## src/rtl/spu_pkg.sv

```systemverilog
package spu_pkg;

	////////////////////////////////////////////////////////////
	// Widths
	////////////////////////////////////////////////////////////

	// Bytes per memory word
	localparam int WORD_BYTES = 16;
	localparam int DATA_W = 128;

	// Special register file address and result width
	localparam int SREG_AW = 4;
	localparam int RES_W = 32;

	////////////////////////////////////////////////////////////
	// Op codes
	////////////////////////////////////////////////////////////

	typedef enum logic [1:0] {
		OP_STRLEN = 2'd0,
		OP_STRCMP = 2'd1,
		OP_COUNT  = 2'd2
	} spu_op_e;

	////////////////////////////////////////////////////////////
	// Shared structs
	////////////////////////////////////////////////////////////

	// Command captured at start, string locations are byte addresses
	typedef struct packed {
		spu_op_e     op;
		logic [3:0]  dest;
		logic [7:0]  delim;
		logic [31:0] loc_a;
		logic [31:0] loc_b;
	} spu_cmd_t;

	// One byte of a string stream
	typedef struct packed {
		logic        valid;
		logic        last;
		logic [7:0]  ch;
		logic [15:0] index;
	} char_beat_t;

	// Word write from outside, addr is a word address
	typedef struct packed {
		logic              we;
		logic [15:0]       addr;
		logic [DATA_W-1:0] data;
	} mem_wr_t;

	typedef struct packed {
		logic               we;
		logic [SREG_AW-1:0] addr;
		logic [RES_W-1:0]   data;
	} sreg_wr_t;

endpackage

```

## src/rtl/str_combiner.sv

```systemverilog
module str_combiner #(
	parameter int MAX_LEN = 64
) (
	input  logic                clk,
	input  logic                i_arst_n,
	input  logic                i_start,
	input  spu_pkg::spu_cmd_t   i_cmd,
	output logic                o_scan_start,
	output logic [31:0]         o_base_a,
	output logic [31:0]         o_base_b,
	output logic                o_stop,
	input  spu_pkg::char_beat_t i_beat_a,
	input  spu_pkg::char_beat_t i_beat_b,
	output spu_pkg::sreg_wr_t   o_sreg,
	output logic                o_done,
	output logic                o_busy
);
	import spu_pkg::*;

	// Delimiter count never exceeds MAX_LEN
	localparam int CNT_W = $clog2(MAX_LEN + 1);

	typedef enum logic [1:0] {
		IDLE,
		SCAN,
		FINISH
	} state_e;

	state_e           state_q;
	spu_cmd_t         cmd_q;
	logic [CNT_W-1:0] cnt_q;
	logic [RES_W-1:0] res_q;

	logic             accept;
	logic             hit;
	logic             decide;
	logic [RES_W-1:0] res_d;

	////////////////////////////////////////////////////////////
	// Start and scanner control
	////////////////////////////////////////////////////////////

	// Starts while busy are dropped
	assign accept = i_start && (state_q == IDLE);

	assign o_scan_start = accept;
	assign o_base_a = i_cmd.loc_a;
	assign o_base_b = i_cmd.loc_b;
	assign o_stop = (state_q == FINISH);

	////////////////////////////////////////////////////////////
	// Deciding beat
	////////////////////////////////////////////////////////////

	assign hit = i_beat_a.valid && !i_beat_a.last && (i_beat_a.ch == cmd_q.delim);

	always_comb begin
		decide = 1'b0;
		res_d = '0;
		case (cmd_q.op)
			OP_STRLEN: begin
				if (i_beat_a.valid && i_beat_a.last) begin
					decide = 1'b1;
					res_d = RES_W'(i_beat_a.index);
				end
			end
			OP_COUNT: begin
				if (i_beat_a.valid && i_beat_a.last) begin
					decide = 1'b1;
					res_d = RES_W'(cnt_q);
				end
			end
			OP_STRCMP: begin
				if (i_beat_a.valid && i_beat_b.valid) begin
					// First difference, or only one string ends here
					if (i_beat_a.ch != i_beat_b.ch || i_beat_a.last != i_beat_b.last) begin
						decide = 1'b1;
						res_d = RES_W'(i_beat_a.index) + 1'b1;
					end else if (i_beat_a.last) begin
						decide = 1'b1;
					end
				end
			end
			default: begin
				decide = 1'b0;
			end
		endcase
		// Stale beats outside SCAN are ignored
		if (state_q != SCAN) begin
			decide = 1'b0;
		end
	end

	////////////////////////////////////////////////////////////
	// FSM
	////////////////////////////////////////////////////////////

	always_ff @(posedge clk or negedge i_arst_n) begin
		if (!i_arst_n) begin
			state_q <= IDLE;
			cnt_q <= '0;
		end else begin
			case (state_q)
				IDLE: begin
					if (accept) begin
						state_q <= SCAN;
						cnt_q <= '0;
					end
				end
				SCAN: begin
					if (decide) begin
						state_q <= FINISH;
					end else if (hit) begin
						cnt_q <= cnt_q + 1'b1;
					end
				end
				FINISH: begin
					state_q <= IDLE;
				end
				default: begin
					state_q <= IDLE;
				end
			endcase
		end
	end

	always_ff @(posedge clk) begin
		if (accept) begin
			cmd_q <= i_cmd;
		end
		if (decide) begin
			res_q <= res_d;
		end
	end

	////////////////////////////////////////////////////////////
	// Result
	////////////////////////////////////////////////////////////

	assign o_busy = (state_q != IDLE);
	assign o_done = (state_q == FINISH);

	always_comb begin
		o_sreg.we = (state_q == FINISH);
		o_sreg.addr = cmd_q.dest;
		o_sreg.data = res_q;
	end

	// Stop leaves both scanners idle before the FSM returns to IDLE
	a_beats_busy: assert property (@(posedge clk) disable iff (!i_arst_n)
		(i_beat_a.valid || i_beat_b.valid) |-> o_busy);

	// Both scanners were started together so their beats line up
	a_cmp_aligned: assert property (@(posedge clk) disable iff (!i_arst_n)
		(state_q == SCAN && cmd_q.op == OP_STRCMP) |->
			(i_beat_a.valid == i_beat_b.valid) &&
			(!i_beat_a.valid || i_beat_a.index == i_beat_b.index));

endmodule

```

## config.mk

```make
export PLATFORM = sky130hd
export DESIGN_NAME = str_combiner
export DESIGN_NICKNAME = d
export VERILOG_FILES = /design/src/rtl/spu_pkg.sv /design/src/rtl/str_combiner.sv
export SDC_FILE = /design/constraint.sdc
export NUM_CORES = 1
export LEC_CHECK = 0
export BUFFER_PORTS_ARGS = -buffer_cell sky130_fd_sc_hd__buf_2
export CAP_MARGIN = 10
export CELL_PAD_IN_SITES_DETAIL_PLACEMENT = 0
export CELL_PAD_IN_SITES_GLOBAL_PLACEMENT = 2
export CORE_ASPECT_RATIO = 1.4
export CORE_MARGIN = 1
export CORE_UTILIZATION = 20
export CTS_CLUSTER_DIAMETER = 40
export DETAILED_ROUTE_END_ITERATION = 8
export PLACE_DENSITY = 0.87
export SLEW_MARGIN = 20
export SYNTH_ARGS = -nofsm -noshare
export SYNTH_HDL_FRONTEND = slang
export SYNTH_SLANG_ARGS = --single-unit
export TNS_END_PERCENT = 10
```

## constraint.sdc

```tcl
create_clock -name clk -period 3 [get_ports clk]
set_input_delay 0.9 -clock clk [delete_from_list [all_inputs] [get_ports clk]]
set_output_delay 0.9 -clock clk [all_outputs]
set_load 0.1 [all_outputs]
```

==> summary.txt, run 1 <==
Outcome: finished, final reports clean
Filler cells: 1520
Clock Skew: 0.00690 ns
CTS Buf Count: 5
Core Box Area: 14000 um2
Antenna Nets Post-Route: 0
Syn avg cell area: 9.64 um2
Drt drc: 0
Crit. End Element: flip-flop
CTS Buffer Depth: 2
Slew Limit Headroom: 0.644
Register area: 1160 um2
Die X: 103 um
Post-CTS Hold Buffers: 0
Setup bufs post-CTS: 0
P&R area growth vs syn: 10.7%
YS warnings: 0
Final #Nets: 454
Num ports: 238
Mean routed wirelength per cell: 14.9 um
Req. time, crit path: 3.17 ns
Critical path origin: i_beat_a[23]
DR iter-0 viols: 96
Top cell type's share of synthesized area: 0.323
# clock sinks: 40
Setup violations, final: 0
Final Max Tran Viols: 0
Post-Syn Instances: 299
Post-synthesis instance area: 2880 um2
Vias in the first global route: 2219
CTS root buffer: clkbuf_16
Die Y: 144 um
Via Count: 2176
Worst Tran Pin Value: 0.530 ns
Seq/Total Area, Yosys: 0.401
Fmax: 397 MHz
Max_cap viols: 0
Initial antenna violation count: 1
Slowest stage cell, crit path: or4_1
Min Tclk post-route: 2.52 ns
Worst IR Drop VDD: 0.324 mV
Post-CTS Resized: 0
Post-synth ARST share: 0.225
Max stage delay on crit path: 0.54 ns
Die area: 14900 um2
Top post-synthesis cells by area: edfxtp_1 32%, buf_4 22%, dfrtp_1 7.8%
Worst path arrival time: 2.69 ns
Worst hold path type: in -> async
Layout cells sized above 1: 0.325
Kind of critical path: in -> reg
Reg clk slew, reported paths: 0.06 ns
Detailed Place HPWL: 6020 um
Leakage: 1.30 nW
Startpoint Class: input pin
Clk Latency, worst-skew pair: 0.29 ns
Post-synthesis cell type count: 45
Synth Flop Type: edfxtp_1
Pwr/cell area: 697 nW/um2
Final TNS setup: 0 ns
GRT overflow: 0
Power consumption: 2.22 mW
Number of flops mapped to enable cells by yosys: 31
Yosys top cell by area: edfxtp_1
Hold Fails Final Rpt: 0
Largest net degree at the start of global routing: 20
TritonCTS clock tree: done
Row Count: 51
Final WL: 7510 um
IO Port Bufs: 78
Area of the multi-input gates: 1090 um2
Seq cells post-synth: 40
Fin Hold WS: 0.453 ns
First-pass GRT wire length: 11300 um
CP cell instances: buf_2 > xor2_1 > or4_1 > or3_4 > a22o_4 > a221o_1
Drt first pass iters: 4
Crit Path Max Fanout: 6
CTS H-tree depth: 2
Vias per cell: 4.31
GP Congestion: 0.732
Initial Util: 0.206
Unrepaired setup endpoints after global routing: false
Fin crit share: 0.840
N_diodes: 0
GRT Util Overall: 0.105
Worst R2R Start: state_q[1]
## through the flow
step                      setup slack, ns  utilization  std cells  area (um2)
after floorplan                     0.401            -        313        2950
after global placement              0.170        0.216        497        3020
after detailed placement            0.165        0.216        497        3020
after CTS                           0.469        0.228        505        3190
after global routing                0.335        0.228        505        3190
final                               0.481        0.228        505        3190
## registers in the layout, summed over array words and instances (netlist names)
name     flops
cmd_q       10
cnt_q        7
o_sreg       4
res_q       17
state_q      2
## metal layers
metal,vias to the layer above,track usage,part of all wire
met5,-,0,0.0017
met4,2,0.0823,0.064
met3,62,0.0275,0.091
met2,123,0.191,0.51
met1,966,0.0964,0.33
li1,1023,-,-
## worst max-delay path: cells and delay by family
family | cells | cell delay, ns
XOR/XNOR | 1 | 0.15
AND/OR/NAND/NOR | 2 | 0.92
AO/OA/AOI/OAI | 2 | 0.60
buffers and inverters | 1 | 0.12
## synthesized netlist by cell type, types with 6 or more instances
library cell and count:
buf_4 85, edfxtp_1 31, nand2_1 16, nor2_1 12
xor2_1 12, inv_1 11, nand3_1 11, a31oi_1 10
dfrtp_1 9, a22oi_1 8, nor3_1 7, or3_1 7
o211ai_1 6, o21ai_0 6
## cell type report
cell class / instances / area share
flip-flops and latches: 40 / 0.362
multi-input cells: 171 / 0.341
repair buffers: 90 / 0.159
well taps: 185 / 0.0725
clock buffers: 5 / 0.0392
clock inverters: 3 / 0.0133
inverters: 11 / 0.0129
## where the power goes
part / internal [mW] / switching [mW] / total (mW)
Combinational: 0.187 / 0.651 / 0.839
Clock: 0.391 / 0.225 / 0.616
Sequential: 0.710 / 0.0594 / 0.769
## cells in the final DEF (no fill, tap or decap), types with 2 or more instances in the layout
cell,instances
nand4b_1,5
and3_1,5
buf_12,2
clkbuf_16,5
a2bb2oi_1,3
dfrtp_1,9
o211ai_1,6
o21ai_0,6
a22o_1,2
ha_1,2
buf_2,77
or3_1,7
nand2b_1,4
and2_1,4
buf_4,11
conb_1,15
nand4_1,4
o31ai_1,2
a21oi_1,2
edfxtp_1,31
xor2_1,12
or4_1,4
a41oi_1,2
a31oi_1,10
nand2_1,16
xnor2_1,5
nor4_1,3
nand3_1,11
nor2_1,11
a22oi_1,8
inv_1,11
nor3_1,7
## cell families after synthesis
group                    after synthesis  synth area share
flip-flops                            40             0.401
AND/OR/NAND/NOR                       88             0.168
multiplexers                           1           0.00391
other                                  1           0.00130
adder cells (fa/ha/maj)                2           0.00868
buffers and inverters                102             0.243
AO/OA/AOI/OAI                         48             0.122
XOR/XNOR                              17            0.0516
## path summary, 6_finish.rpt
path | endpoint | slack, ns | depth (start not counted)
worst min register to register | cnt_q[1] | 0.56 | 1
worst min-delay path | cnt_q[1] | 0.45 | 1
worst max register to register | cnt_q[5] | 0.73 | 5
worst max-delay path | cnt_q[5] | 0.48 | 6
max in group asynchronous | state_q[0] | 2.36 | 1
min in group clk | cnt_q[1] | 0.56 | 1
(Power assumes the default switching activity.)
==> inputs of run 2 (changes only) <==
Clock period 3 ns to 2.5 ns, I/O delays scaled along.
==> summary.txt, run 2 (same netlist as run 1, synthesis figures left out) <==
DR iter-0 viols: 71 (was 96)
Pwr/cell area: 785 nW/um2 (was 697 nW/um2)
Fin Hold WS: 0.306 ns (was 0.453 ns)
CTS Buffer Depth: 2 (unchanged)
Worst R2R Start: state_q[1] (unchanged)
Num ports: 238 (unchanged)
Die X: 103 um (unchanged)
Post-CTS Resized: 0 (unchanged)
Final WL: 7650 um (was 7510 um)
CTS root buffer: clkbuf_16 (unchanged)
Worst IR Drop VDD: 0.305 mV (was 0.324 mV)
RR Endpoint: cnt_q[5] (unchanged)
Req. time, crit path: 2.67 ns (was 3.17 ns)
Post-CTS Hold Buffers: 0 (unchanged)
Drt drc: 0 (unchanged)
Clock Skew: 0.00774 ns (was 0.00690 ns)
R2r setup slk: 0.26 ns (was 0.73 ns)
CTS Buf Count: 5 (unchanged)
Drt first pass iters: 4 (unchanged)
Final #Nets: 470 (was 454)
Initial antenna violation count: 0 (was 1)
Kind of critical path: in -> reg (unchanged)
Delay-heaviest family, CP: simple AND/OR/NAND/NOR gates (unchanged)
Worst path arrival time: 2.51 ns (was 2.69 ns)
Die area: 14900 um2 (unchanged)
Final cell count without fillers: 521 (was 505)
Via Count: 2213 (was 2176)
Power consumption: 2.59 mW (was 2.22 mW)
Fmax: 427 MHz
IO Port Bufs: 78 (unchanged)
P&R area growth vs syn: 14.3% (was 10.7%)
Mean routed wirelength per cell: 14.7 um (was 14.9 um)
Worst Tran Pin Value: 0.976 ns (was 0.530 ns)
Core Box Area: 14000 um2 (unchanged)
Max stage delay on crit path: 0.54 ns (about the same)
Setup bufs post-CTS: 0 (unchanged)
Startpoint Class: input pin (unchanged)
Min Tclk post-route: 2.34 ns
First-pass GRT wire length: 11400 um (was 11300 um)
Row Count: 51 (unchanged)
Antenna Nets Post-Route: 0 (unchanged)
Layout cells sized above 1: 0.351 (was 0.325)
Crit Path Max Fanout: 4 (was 6)
TritonCTS clock tree: done (unchanged)
Leakage: 1.37 nW (was 1.30 nW)
Crit. End Element: flip-flop (unchanged)
GRT Util Overall: 0.106 (was 0.105)
Fin crit share: 0.937
GRT overflow: 0 (unchanged)
GP Congestion: 0.776 (was 0.732)
Core Util, Final: 0.236 (was 0.228)
Vias per cell: 4.25 (was 4.31)
Commonest cells after routing, fill and taps aside: 77 x buf_2, 31 x edfxtp_1, 26 x buf_4 (was 77 x buf_2, 31 x edfxtp_1, 16 x nand2_1)
Reg clk slew, reported paths: 0.06 ns (about the same)
Critical path buffers and inverters: 1 (unchanged)
Setup violations, final: 0 (unchanged)
Largest net degree at the start of global routing: 20 (unchanged)
Detailed Place HPWL: 6200 um (was 6020 um)
Slowest stage cell, crit path: or4_1 (unchanged)
Clk Latency, worst-skew pair: 0.29 ns (about the same)
Hold Fails Final Rpt: 0 (unchanged)
Die Y: 144 um (unchanged)
Slew Limit Headroom: 0.344 (was 0.644)
Worst hold path type: in -> async (unchanged)
Vias in the first global route: 2247 (was 2219)
Leading cell type in the layout, fill and taps excluded: buf_2 (unchanged)
Final Max Tran Viols: 0 (unchanged)
Unrepaired setup endpoints after global routing: false (unchanged)
Max reg flops: 17 (unchanged)
Outcome: finished, final reports clean (unchanged)
Worst R2R Path Depth: 5 (unchanged)
# clock sinks: 40 (unchanged)
Max_cap viols: 0 (unchanged)
Critical Path Stages: 6 (unchanged)
Initial Util: 0.206 (unchanged)
Filler cells: 1510 (was 1520)
N_diodes: 0 (unchanged)
CP cell instances: buf_2 > xor2_1 > or4_1 > or3_4 > a22o_4 > a221o_1 (unchanged)
CTS H-tree depth: 2 (unchanged)
Post-Place Cells: 513 (was 497)
Largest registers: res_q: 17 flops, cmd_q: 10 flops, cnt_q: 7 flops (unchanged)
Largest Register: res_q (unchanged)
## run 2: how the worst max path moves through the flow
| stage | endpoint | slack [ns] | from |
|---|---|---|---|
| floorplan | cnt_q[5] | -0.06 | state_q[0] |
| finish | cnt_q[5] | 0.16 | i_beat_a[23] |
| global route | cnt_q[5] | 0.08 | i_beat_a[25] |
| global placement | cnt_q[5] | -0.17 | i_beat_a[23] |
| CTS | cnt_q[5] | 0.14 | i_beat_a[23] |
| detailed placement | cnt_q[5] | -0.16 | i_beat_a[23] |
## run 2: final cells by class
type,instances,area (um2),share of cell area
clock buffers,7,133,0.0403
inverters,11,41.3,0.0125
well taps,185,231,0.0703
repair buffers,106,641,0.194
multi-input cells,171,1090,0.330
flip-flops and latches,40,1160,0.351
clock inverters,1,5.00,0.00152
## run 2: per-layer routing
| metal | vias to the layer above | share of wire | GRT usage |
|---|---|---|---|
| met5 | - | 0 | 0 |
| met4 | 0 | 0.058 | 0.0823 |
| met3 | 53 | 0.076 | 0.0232 |
| met2 | 104 | 0.52 | 0.191 |
| met1 | 1004 | 0.35 | 0.102 |
| li1 | 1052 | - | - |
## run 2: stage by stage
step	worst slack, ns	cell area [um2]	TNS [ns]
after floorplan	-0.0634	2950	-0.0634
after global placement	-0.166	3160	-0.623
after detailed placement	-0.162	3160	-0.660
after CTS	0.140	3290	0
after global routing	0.0789	3290	0
final	0.156	3290	0
## run 2: power by group
| group | internal (mW) | total (mW) | switching [mW] |
|---|---|---|---|
| Combinational | 0.250 | 1.04 | 0.791 |
| Clock | 0.369 | 0.625 | 0.256 |
| Sequential | 0.852 | 0.921 | 0.0690 |
| Total | 1.47 | 2.59 | 1.12 |
