==> config.mk <==
export PLATFORM = sky130hd
export DESIGN_NAME = string_scanner
export DESIGN_NICKNAME = d
export VERILOG_FILES = /design/src/rtl/spu_pkg.sv /design/src/rtl/string_scanner.sv
export SDC_FILE = /design/constraint.sdc
export NUM_CORES = 1
export LEC_CHECK = 0
export BUFFER_PORTS_ARGS = -buffer_cell sky130_fd_sc_hd__buf_2
export CAP_MARGIN = 20
export CORE_MARGIN = 8
export CORE_UTILIZATION = 46
export CTS_BUF_LIST = sky130_fd_sc_hd__clkbuf_4
export CTS_CLUSTER_SIZE = 20
export DETAILED_ROUTE_END_ITERATION = 8
export PLACE_DENSITY_LB_ADDON = 0.05
export SLEW_MARGIN = 20
export SYNTH_ARGS = -nofsm -noshare
export SYNTH_HDL_FRONTEND = slang
export SYNTH_SLANG_ARGS = --single-unit
==> constraint.sdc <==
create_clock -name clk -period 3.6 [get_ports clk]
set_clock_uncertainty 0.1 [all_clocks]
set_input_delay 0.54 -clock clk [delete_from_list [all_inputs] [get_ports clk]]
set_output_delay 0.54 -clock clk [all_outputs]
set_load 0.05 [all_outputs]
==> src/rtl/spu_pkg.sv <==
package spu_pkg;

	////////////////////////////////////////////////////////////
	// Widths
	////////////////////////////////////////////////////////////

	// Bytes per memory word
	localparam int WORD_BYTES = 16;
	localparam int DATA_W = 128;

	// Special register file address and result width
	localparam int SREG_AW = 4;
	localparam int RES_W = 32;

	////////////////////////////////////////////////////////////
	// Op codes
	////////////////////////////////////////////////////////////

	typedef enum logic [1:0] {
		OP_STRLEN = 2'd0,
		OP_STRCMP = 2'd1,
		OP_COUNT  = 2'd2
	} spu_op_e;

	////////////////////////////////////////////////////////////
	// Shared structs
	////////////////////////////////////////////////////////////

	// Command captured at start, string locations are byte addresses
	typedef struct packed {
		spu_op_e     op;
		logic [3:0]  dest;
		logic [7:0]  delim;
		logic [31:0] loc_a;
		logic [31:0] loc_b;
	} spu_cmd_t;

	// One byte of a string stream
	typedef struct packed {
		logic        valid;
		logic        last;
		logic [7:0]  ch;
		logic [15:0] index;
	} char_beat_t;

	// Word write from outside, addr is a word address
	typedef struct packed {
		logic              we;
		logic [15:0]       addr;
		logic [DATA_W-1:0] data;
	} mem_wr_t;

	typedef struct packed {
		logic               we;
		logic [SREG_AW-1:0] addr;
		logic [RES_W-1:0]   data;
	} sreg_wr_t;

endpackage

==> src/rtl/string_scanner.sv <==
module string_scanner #(
	parameter int ADDR_W  = 10,
	parameter int MAX_LEN = 64
) (
	input  logic                                            clk,
	input  logic                                            i_arst_n,
	input  logic                                            i_start,
	input  logic                                            i_stop,
	input  logic [ADDR_W-1:0]                               i_base,
	output logic [ADDR_W-$clog2(spu_pkg::WORD_BYTES)-1:0]   o_raddr,
	input  logic [spu_pkg::DATA_W-1:0]                      i_rdata,
	output spu_pkg::char_beat_t                             o_beat
);
	import spu_pkg::*;

	localparam int OFF_W = $clog2(WORD_BYTES);
	localparam logic [15:0] IDX_MAX = 16'(MAX_LEN);

	// Address stage
	logic              a_valid;
	logic [ADDR_W-1:0] a_addr;
	logic [15:0]       a_idx;

	// Stage aligned with the returned word
	logic              p_valid;
	logic [OFF_W-1:0]  p_off;
	logic [15:0]       p_idx;

	logic [7:0]        cur_ch;
	logic              beat_last;

	////////////////////////////////////////////////////////////
	// Control
	////////////////////////////////////////////////////////////

	always_ff @(posedge clk or negedge i_arst_n) begin
		if (!i_arst_n) begin
			a_valid <= 1'b0;
			p_valid <= 1'b0;
		end else if (i_start) begin
			a_valid <= 1'b1;
			p_valid <= 1'b0;
		end else if (i_stop || beat_last) begin
			// Drop any byte still in flight
			a_valid <= 1'b0;
			p_valid <= 1'b0;
		end else begin
			p_valid <= a_valid;
			// Nothing past MAX_LEN is ever needed
			if (a_valid && a_idx == IDX_MAX) begin
				a_valid <= 1'b0;
			end
		end
	end

	////////////////////////////////////////////////////////////
	// Address and index
	////////////////////////////////////////////////////////////

	always_ff @(posedge clk) begin
		if (i_start) begin
			a_addr <= i_base;
			a_idx <= '0;
		end else if (a_valid) begin
			a_addr <= a_addr + 1'b1;
			a_idx <= a_idx + 1'b1;
		end
		// One cycle of delay to match the read latency
		p_off <= a_addr[OFF_W-1:0];
		p_idx <= a_idx;
	end

	assign o_raddr = a_addr[ADDR_W-1:OFF_W];

	////////////////////////////////////////////////////////////
	// Byte pick and beat
	////////////////////////////////////////////////////////////

	// Byte 0 sits in the low lane of the word
	assign cur_ch = i_rdata[{p_off, 3'b000} +: 8];
	assign beat_last = p_valid && (cur_ch == 8'h00 || p_idx == IDX_MAX);

	always_comb begin
		o_beat.valid = p_valid;
		o_beat.last = beat_last;
		o_beat.ch = cur_ch;
		o_beat.index = p_idx;
	end

	a_idx_bound: assert property (@(posedge clk) disable iff (!i_arst_n)
		o_beat.valid |-> o_beat.index <= IDX_MAX);

endmodule

==> results of run 1 <==
## worst paths after layout
kind	start	slack (ns)	endpoint
setup / recovery	p_off[0]	0.20	o_beat[24]
hold / removal	a_idx[15]	0.29	p_idx[15]
setup reg to reg	p_off[0]	1.23	a_valid
hold reg to reg	a_idx[15]	0.29	p_idx[15]
max in group asynchronous	i_arst_n	2.92	p_valid
min in group asynchronous	i_arst_n	0.39	a_valid
## area by class of cell
class	instances	area, sq um	area share
Tap cell	77	96.34	0.02395
Timing Repair Buffer	185	970.9	0.2414
Multi-Input combinational cell	218	1774	0.4411
Sequential cell	48	1077	0.2678
Clock inverter	3	47.55	0.01182
Inverter	5	18.77	0.004666
Clock buffer	5	37.54	0.009331
## per-layer routing
layer | track usage | part of all wire | vias to the layer above
li1 | - | - | 1451
met1 | 0.2099 | 0.39 | 1410
met2 | 0.3729 | 0.51 | 127
met3 | 0.06472 | 0.077 | 14
met4 | 0.07110 | 0.019 | 2
met5 | 0 | 0.0013 | -
## per-stage QoR
stage | power, mW | instance area (sq um)
floorplan | 1.217 | 3042
global placement | 1.402 | 3887
detailed placement | 1.413 | 3887
CTS | 1.737 | 3985
global route | 1.828 | 4023
finish | 1.733 | 4023
## cells in the final DEF, fill, tap and decap left out, types with 4 or more instances in the layout
cell type	n
buf_4	10
xor2_1	14
a21oi_1	7
nand4_1	5
nand3_1	7
nand2b_1	4
clkbuf_4	5
edfxtp_1	10
nor4_1	5
dfxtp_1	33
inv_1	5
buf_2	173
mux4_2	7
and3_1	4
nand2_1	23
o21ai_0	16
mux2i_1	33
mux4_1	9
or3_1	5
xnor2_1	6
a221oi_1	16
nor2_1	23
nor3_1	7
## where the power goes
group | internal (mW) | leakage, nW | total (mW) | switching (mW)
Sequential | 0.595 | 0.423 | 0.660 | 0.0644
Combinational | 0.299 | 1.44 | 0.750 | 0.451
Clock | 0.149 | 0.0454 | 0.324 | 0.175
## critical path: cells and delay by family, from the launching register on
family	cells	cell delay [ns]
buffers and inverters	3	0.68
muxes	1	0.53
AOI/OAI and AO/OA	3	0.49
DFF	1	0.47
and+or+nand+nor	1	0.23
## repair_timing
item,4_1_cts,5_1_grt
endpoints found under the setup margin,1,1
hold endpoints to repair,2,0
pin swaps,0,1
gates resized for setup,1,2
hold buffers,1,0
setup buffers,0,3
## cells by family after synthesis
group                      Yosys count  share of synthesized area
xor gates and xnor gates            20                    0.05759
buffers and inverters               30                    0.06458
AOI/OAI and AO/OA                   52                     0.1193
DFF                                 48                     0.3521
and+or+nand+nor                     93                     0.1522
muxes                               50                     0.2419
adders and majority gates            3                    0.01234
## sequential cells by signal, indices dropped and copies added, names as in the netlist
signal   flops
a_addr      10
a_idx       16
p_valid      1
p_idx       16
a_valid      1
p_off        4
==> flow_summary.json, run 1 <==
{
  "io_pins": 174,
  "synth_cells": 296,
  "tightest_slew_ns": 0.6324,
  "clock_sinks": 48,
  "run_status": "finished clean",
  "grt_pass1_vias": 3123,
  "syn_nets": 441,
  "io_buffers": 173,
  "clock-root-buffer": "clkbuf_4",
  "num_antenna_cells": 0,
  "grt_setup_unrepaired": "no",
  "vdd_drop_max_mv": 0.3778,
  "ys_seq_area_frac": 0.3521,
  "placed_cells": 529,
  "synthTopCellsByArea": "dfxtp_1 24%, mux2i_1 11%, edfxtp_1 9.9%",
  "htree_levels": 2,
  "gp_congestion": 0.8393,
  "worst_path_most_repeated_cell": "buf_4",
  "power_density_nw_per_um2": 430.9,
  "yosys_most_used_dff": "dfxtp_1",
  "grt_max_degree": 40,
  "drtIter0Drc": 64,
  "synth_common_cells": "36 x dfxtp_1, 33 x mux2i_1, 23 x nand2_1, 23 x nor2_1",
  "worstPathArrival_ns": 2.76,
  "hold_path.class": "reg -> reg",
  "syn2layout_area_growth_pct": 32.25,
  "critPathSlowestCell": "mux4_2",
  "fmax_mhz": 294.0,
  "crit_path_cell_trace": "buf_4 -> mux4_2 -> a22oi_1 -> o2111ai_1 -> nor4_2 -> buf_4 -> o21a_1 -> buf_2",
  "synth-seq-cells": 48,
  "drt_wl_total_microns": 10000,
  "required_ns": 2.96,
  "yosysMostFrequentCell": "dfxtp_1",
  "cp_slowest_stage_delay_ns": 0.53,
  "vias": 3004,
  "hold_slack_ns": 0.2925,
  "period_minus_slack_ns": 3.402,
  "hold_depth": 0,
  "dpl_worst_slack_ns": 0.3545,
  "via_per_inst": 5.553,
  "cts_tree": "done",
  "critPathMaxFanout": 12,
  "clkTransAtPathRegs_ns": 0.15,
  "maxSlewHeadroom": 0.5784,
  "placementRows": 29,
  "setup_viol": 0,
  "fillers": 566,
  "worst_slack_ns": 0.1982,
  "final_cells": 541,
  "nets": 608,
  "ant_nets": 0,
  "die_h_microns": 97.32,
  "synth.largest_area_cell": "dfxtp_1",
  "avgSynthCellArea_sq_um": 10.28,
  "drive_above_1_share": 0.4461,
  "drc": 0,
  "dp_hpwl_microns": 8291,
  "cap_violations": 0,
  "core_sq_um": 6386,
  "yosys.area.top_type_share": 0.2369,
  "cp-end-kind": "output port",
  "async_flop_share": 0.04167,
  "dieWidth_microns": 97.32,
  "synth_cell_types": 45,
  "fin_setup_tns_ns": 0,
  "die_area_sq_um": 9470,
  "wl_per_cell_microns": 18.49,
  "numCtsBuffers": 5,
  "cp-start-kind": "flop",
  "syn_area_sq_um": 3042,
  "antenna_found_initial": 1,
  "reg2reg_depth": 9,
  "grtUsageTotal": 0.2027,
  "clkLatencyLatePin_ns": 0.36,
  "first_pass_iters": 5,
  "clockBufferDepth": 2,
  "finalHoldViolCount": 0,
  "slew_violations": 0,
  "grt.overflow.total": 0,
  "crit_type": "reg -> out",
  "start_util": 0.4763,
  "grt_pass1_wl_microns": 15820,
  "final_util": 0.6299,
  "synth-edff-count": 10,
  "finalCritPeriodShare": 0.9449,
  "ys_warn_count": 0,
  "leakage_nw": 1.910
}
Power figures use the tool's default switching activity.
==> run 2: changes to the inputs <==
--- a/config.mk
+++ b/config.mk
@@ -8,7 +8,7 @@
 export BUFFER_PORTS_ARGS = -buffer_cell sky130_fd_sc_hd__buf_2
 export CAP_MARGIN = 20
 export CORE_MARGIN = 8
-export CORE_UTILIZATION = 46
+export CORE_UTILIZATION = 41
 export CTS_BUF_LIST = sky130_fd_sc_hd__clkbuf_4
 export CTS_CLUSTER_SIZE = 20
 export DETAILED_ROUTE_END_ITERATION = 8
==> constraint.sdc (replaced) <==
create_clock -name clk -period 2.9 [get_ports clk]
set_clock_uncertainty 0.1 [all_clocks]
set_input_delay 0.435 -clock clk [delete_from_list [all_inputs] [get_ports clk]]
set_output_delay 0.435 -clock clk [all_outputs]
set_load 0.05 [all_outputs]
==> flow_summary.json, run 2 (synthesis gave the netlist of run 1 again) <==
{
  "die_area_sq_um": 10430,
  "clock_sinks": 48,
  "io_pins": 174,
  "dpl_worst_slack_ns": 0.008543,
  "clock-root-buffer": "clkbuf_4",
  "rrSetupSlack_ns": 0.22,
  "dp_hpwl_microns": 8288,
  "placed_cells": 558,
  "drtIter0Drc": 74,
  "gr-max-usage-layer": "met2",
  "setup_viol": 1,
  "numCtsBuffers": 5,
  "grt_util_met2": 0.3373,
  "die_h_microns": 102.1,
  "io_buffers": 173,
  "dieWidth_microns": 102.1,
  "finalHoldViolCount": 0,
  "fin_area_sq_um": 4405,
  "final_cells": 585,
  "final_util": 0.6106,
  "period_minus_slack_ns": 3.139,
  "drive_above_1_share": 0.5309,
  "mostFrequentLayoutCells": "171 x buf_2, 35 x dfxtp_1, 31 x mux2i_1",
  "drc": 0,
  "grt_pass1_vias": 3096,
  "critPathMaxFanout": 6,
  "cp-start-kind": "flop",
  "vdd_drop_max_mv": 0.4113,
  "nets": 630,
  "power_mw": 2.272,
  "hold_slack_ns": 0.2543,
  "fillers": 670,
  "syn2layout_area_growth_pct": 44.84,
  "grt_use_met1": 0.2114,
  "leakage_nw": 2.065,
  "gp_congestion": 0.8420,
  "run_status": "finished with violations",
  "vias": 3029,
  "fmax_mhz": 318.6,
  "power_density_nw_per_um2": 515.7,
  "tightest_slew_ns": 0.6268,
  "grt.overflow.total": 0,
  "clockBufferDepth": 2,
  "reg.largest.list": "a_idx (16), p_idx (16), a_addr (10)",
  "cp-end-kind": "output port",
  "hold_path.class": "in -> reg",
  "grt_max_degree": 40,
  "slew_violations": 0,
  "fin_setup_tns_ns": -0.2391,
  "finalCritPeriodShare": 1.082,
  "crit_type": "reg -> out",
  "grt_pass1_wl_microns": 15580,
  "core_sq_um": 7214,
  "dpl_cell_area_sq_um": 3980,
  "clkLatencyLatePin_ns": 0.37,
  "first_pass_iters": 4,
  "use_met3": 0.04905,
  "worst_slack_ns": -0.2391,
  "num_antenna_cells": 0,
  "required_ns": 2.37,
  "failed_checks": "negative setup slack",
  "start_util": 0.4216,
  "final_common_cell": "buf_2",
  "antenna_found_initial": 1,
  "cap_violations": 0,
  "grt_setup_unrepaired": "yes",
  "via_per_inst": 5.178,
  "maxSlewHeadroom": 0.5822,
  "drt_wl_total_microns": 10330,
  "grtUsageTotal": 0.1880,
  "clkTransAtPathRegs_ns": 0.13,
  "htree_levels": 2,
  "ant_nets": 0,
  "worstPathArrival_ns": 2.60,
  "wl_per_cell_microns": 17.65,
  "placementRows": 31,
  "cts_tree": "done"
}
run 2: cell count changes in the layout (fill, tap and decap cells not counted), sizes merged:
cell / change
buf: +22
clkinv: +1
bufinv: -1
run 2: where the power goes:
part	total, mW	internal (mW)	switching (mW)
clock	0.310	0.0936	0.216
sequential	0.791	0.737	0.0533
combinational	1.17	0.497	0.675
run 2: path summary, 6_finish.rpt:
path | depth (start not counted) | startpoint | end
worst max-delay path | 8 | p_off[0] | o_beat[24]
max in group asynchronous | 2 | i_arst_n | p_valid
worst min-delay path | 3 | i_base[5] | a_addr[5]
worst min register to register | 0 | a_idx[10] | p_idx[10]
worst max register to register | 14 | p_off[0] | a_valid
min in group asynchronous | 2 | i_arst_n | a_valid
run 2: layout make-up:
cell class | instances | area, sq um | area share
Clock buffer | 5 | 37.54 | 0.008520
Clock inverter | 3 | 18.77 | 0.004260
Inverter | 5 | 18.77 | 0.004260
Multi-Input combinational cell | 218 | 1918 | 0.4354
Sequential cell | 48 | 1075 | 0.2440
Tap cell | 99 | 123.9 | 0.02812
Timing Repair Buffer | 207 | 1214 | 0.2755
run 2: critical path, stage by stage (launching register included):
cell,delay (ns)
dfxtp_4,0.38
buf_12,0.11
buf_12,0.12
mux4_1,0.56
a22oi_2,0.24
o2111ai_2,0.16
nor4_2,0.35
o21a_1,0.17
buf_6,0.16
run 2: what timing repair did:
| action | CTS | global route |
|---|---|---|
| setup buffers | 11 | 7 |
| endpoints found under the hold margin | 2 | 0 |
| gates resized for setup | 35 | 13 |
| pin swaps | 11 | 6 |
| endpoints found under the setup margin | 2 | 6 |
| hold buffers | 1 | 0 |
run 2: metal layers:
layer	wire length (microns)	vias up
met3	955	14
met4	188	2
met1	3977	1405
li1	-	1494
met2	5192	114
met5	13	-
==> run 3: changes to the inputs <==
--- a/config.mk
+++ b/config.mk
@@ -5,14 +5,15 @@
 export SDC_FILE = /design/constraint.sdc
 export NUM_CORES = 1
 export LEC_CHECK = 0
+export ABC_AREA = 1
 export BUFFER_PORTS_ARGS = -buffer_cell sky130_fd_sc_hd__buf_2
 export CAP_MARGIN = 20
 export CORE_MARGIN = 8
-export CORE_UTILIZATION = 41
+export CORE_UTILIZATION = 43
 export CTS_BUF_LIST = sky130_fd_sc_hd__clkbuf_4
 export CTS_CLUSTER_SIZE = 20
 export DETAILED_ROUTE_END_ITERATION = 8
-export PLACE_DENSITY_LB_ADDON = 0.05
+export PLACE_DENSITY = 0.82
 export SLEW_MARGIN = 20
 export SYNTH_ARGS = -nofsm -noshare
 export SYNTH_HDL_FRONTEND = slang
==> flow_summary.json, run 3 <==
{
  "finalCritPeriodShare": 0.9324,
  "worst_path_most_repeated_cell": "nand2_1",
  "yosys.area.top_type_share": 0.2297,
  "yosysMostFrequentCell": "nand2_1",
  "reg.largest.list": "a_idx (16), p_idx (16), a_addr (10)",
  "clkLatencyLatePin_ns": 0.36,
  "syn_nets": 703,
  "cts_tree": "done",
  "first_pass_iters": 5,
  "grt_pass1_vias": 4098,
  "start_util": 0.4380,
  "finalHoldViolCount": 0,
  "ys_warn_count": 0,
  "gp_congestion": 0.8847,
  "tightest_slew_ns": 0.5119,
  "synth_cell_types": 31,
  "grt.overflow.total": 0,
  "clockBufferDepth": 2,
  "nets": 861,
  "fin_area_sq_um": 4375,
  "syn2layout_area_growth_pct": 30.63,
  "num_antenna_cells": 0,
  "synth.largest_area_cell": "nand2_1",
  "maxSlewHeadroom": 0.6583,
  "drive_above_1_share": 0.2817,
  "numCtsBuffers": 5,
  "synth-seq-cells": 48,
  "critPathMaxFanout": 20,
  "dpl_cell_area_sq_um": 4229,
  "power_density_nw_per_um2": 426.6,
  "synth-edff-count": 10,
  "dp_hpwl_microns": 9227,
  "required_ns": 2.37,
  "hold_path.class": "in -> reg",
  "synth_common_cells": "205 x nand2_1, 77 x nand3_1, 69 x inv_1",
  "vias": 4097,
  "antenna_found_initial": 0,
  "run_status": "finished clean",
  "leakage_nw": 2.419,
  "crit_path_cell_trace": "inv_6 -> clkbuf_16 -> nand2_1 -> nand2_1 -> nand2_1 -> nand3_1 -> nand3_1 -> nand2_1 -> nor2_1 -> nand2_1 -> o21ai_1 -> nand2_1 -> inv_2 -> buf_6",
  "gr-max-usage-layer": "met2",
  "mostFrequentLayoutCells": "205 x nand2_1, 172 x buf_2, 77 x nand3_1",
  "clkTransAtPathRegs_ns": 0.13,
  "synth_cells": 558,
  "grt_use_met1": 0.2427,
  "cap_violations": 0,
  "grt_pass1_wl_microns": 19150,
  "yosys_most_used_dff": "dfxtp_1",
  "die_area_sq_um": 10870,
  "fmax_mhz": 369.8,
  "crit_type": "reg -> out",
  "ys_seq_area_frac": 0.3198,
  "fillers": 779,
  "placementRows": 32,
  "htree_levels": 2,
  "cp-start-kind": "flop",
  "clock_sinks": 48,
  "via_per_inst": 5.002,
  "period_minus_slack_ns": 2.704,
  "grtUsageTotal": 0.2073,
  "placed_cells": 807,
  "io_buffers": 173,
  "syn_area_sq_um": 3349,
  "die_h_microns": 104.3,
  "multi_input_area_sq_um": 1798,
  "use_met3": 0.04771,
  "final_common_cell": "nand2_1",
  "setup_viol": 0,
  "drc": 0,
  "synthTopCellsByArea": "nand2_1 23%, dfxtp_1 22%, nand3_1 12%",
  "register_area_sq_um": 1075,
  "drt_wl_total_microns": 11480,
  "grt_util_met2": 0.3694,
  "grt_max_degree": 46,
  "ant_nets": 0,
  "core_sq_um": 7647,
  "drtIter0Drc": 158,
  "vdd_drop_max_mv": 0.3580,
  "critPathSlowestCell": "dfxtp_4",
  "worstPathArrival_ns": 2.17,
  "io_pins": 174,
  "wl_per_cell_microns": 14.02,
  "slew_violations": 0,
  "dieWidth_microns": 104.3,
  "cp_slowest_stage_delay_ns": 0.42,
  "async_flop_share": 0.04167,
  "avgSynthCellArea_sq_um": 6.003,
  "clock-root-buffer": "clkbuf_4",
  "final_cells": 819,
  "cp-end-kind": "output port"
}
-- run 3: cell count changes in the layout (fill, tap and decap cells not counted), moves of 9 or more --
cell and delta:
buf_4 -19, inv_1 +63, mux4_2 -12, a221oi_2 -11, nand3_1 +70, o21ai_0 +9
nor2_1 +24, nand2_1 +182, xor2_1 -11, mux2i_1 -31
-- run 3: critical path, delay by kind of cell, from the launching register on --
kind	cells	cell delay, ns
AO/OA/AOI/OAI	1	0.14
AND/OR/NAND/NOR	9	0.73
flip-flops	1	0.42
buffers and inverters	4	0.51
-- run 3: path summary, 6_finish.rpt --
check                      startpoint    endpoint  slack [ns]  cells after the start
max reg2reg                  a_idx[2]   a_idx[13]        0.98                      9
min in group asynchronous    i_arst_n     a_valid        0.28                      2
max in group asynchronous    i_arst_n     p_valid        2.32                      2
min reg2reg                  a_idx[1]    p_idx[1]        0.29                      0
max                          p_off[0]  o_beat[24]        0.20                     14
min                            i_stop     p_valid        0.23                      4
-- run 3: repair_timing --
action / CTS / global route
pin swaps: 0 / 0
hold buffers: 1 / 0
setup endpoints to repair: 1 / 1
gates cloned: 0 / 1
hold endpoints to repair: 2 / 0
resized for setup: 2 / 10
buffers inserted: 0 / 2
-- run 3: metal layers --
metal / vias to the layer above / part of all wire
met5: - / 0
met4: 0 / 0.020
met3: 17 / 0.070
met2: 169 / 0.48
met1: 1843 / 0.43
li1: 2068 / -
-- run 3: cell families (layout without fill, tap and decap cells) --
family          count (synthesis)  after routing  share of synthesized area
compound gates                 45             45                    0.07471
flops                          48             48                     0.3198
simple gates                  352            352                     0.4430
buf+inv                       107            266                     0.1434
fa+ha+maj                       3              3                    0.01121
xor+xnor                        3              3                   0.007846
-- run 3: through the flow --
stage	TNS (ns)	hold slack, ns	total power, mW	setup slack [ns]	util
global placement	0	0.1207	1.555	0.3997	0.5530
global route	-0.01229	0.2352	1.998	-0.01229	0.5722
floorplan	0	0.03941	1.327	0.4465	-
finish	0	0.2250	1.867	0.1960	0.5722
detailed placement	0	0.1254	1.563	0.4005	0.5530
CTS	0	0.1989	1.852	0.05167	0.5618
-- run 3: where the power goes --
group | internal, mW | switching, mW | total (mW)
combinational | 0.294 | 0.536 | 0.830
clock | 0.0892 | 0.198 | 0.287
sequential | 0.720 | 0.0302 | 0.750
total | 1.10 | 0.764 | 1.87
-- run 3: final cells by class --
type	count	area share
well taps	102	0.02917
clock buffers	5	0.008579
repair buffers	186	0.2385
multi-input cells	403	0.4109
flip-flops and latches	48	0.2456
clock inverters	3	0.003146
inverters	72	0.06405
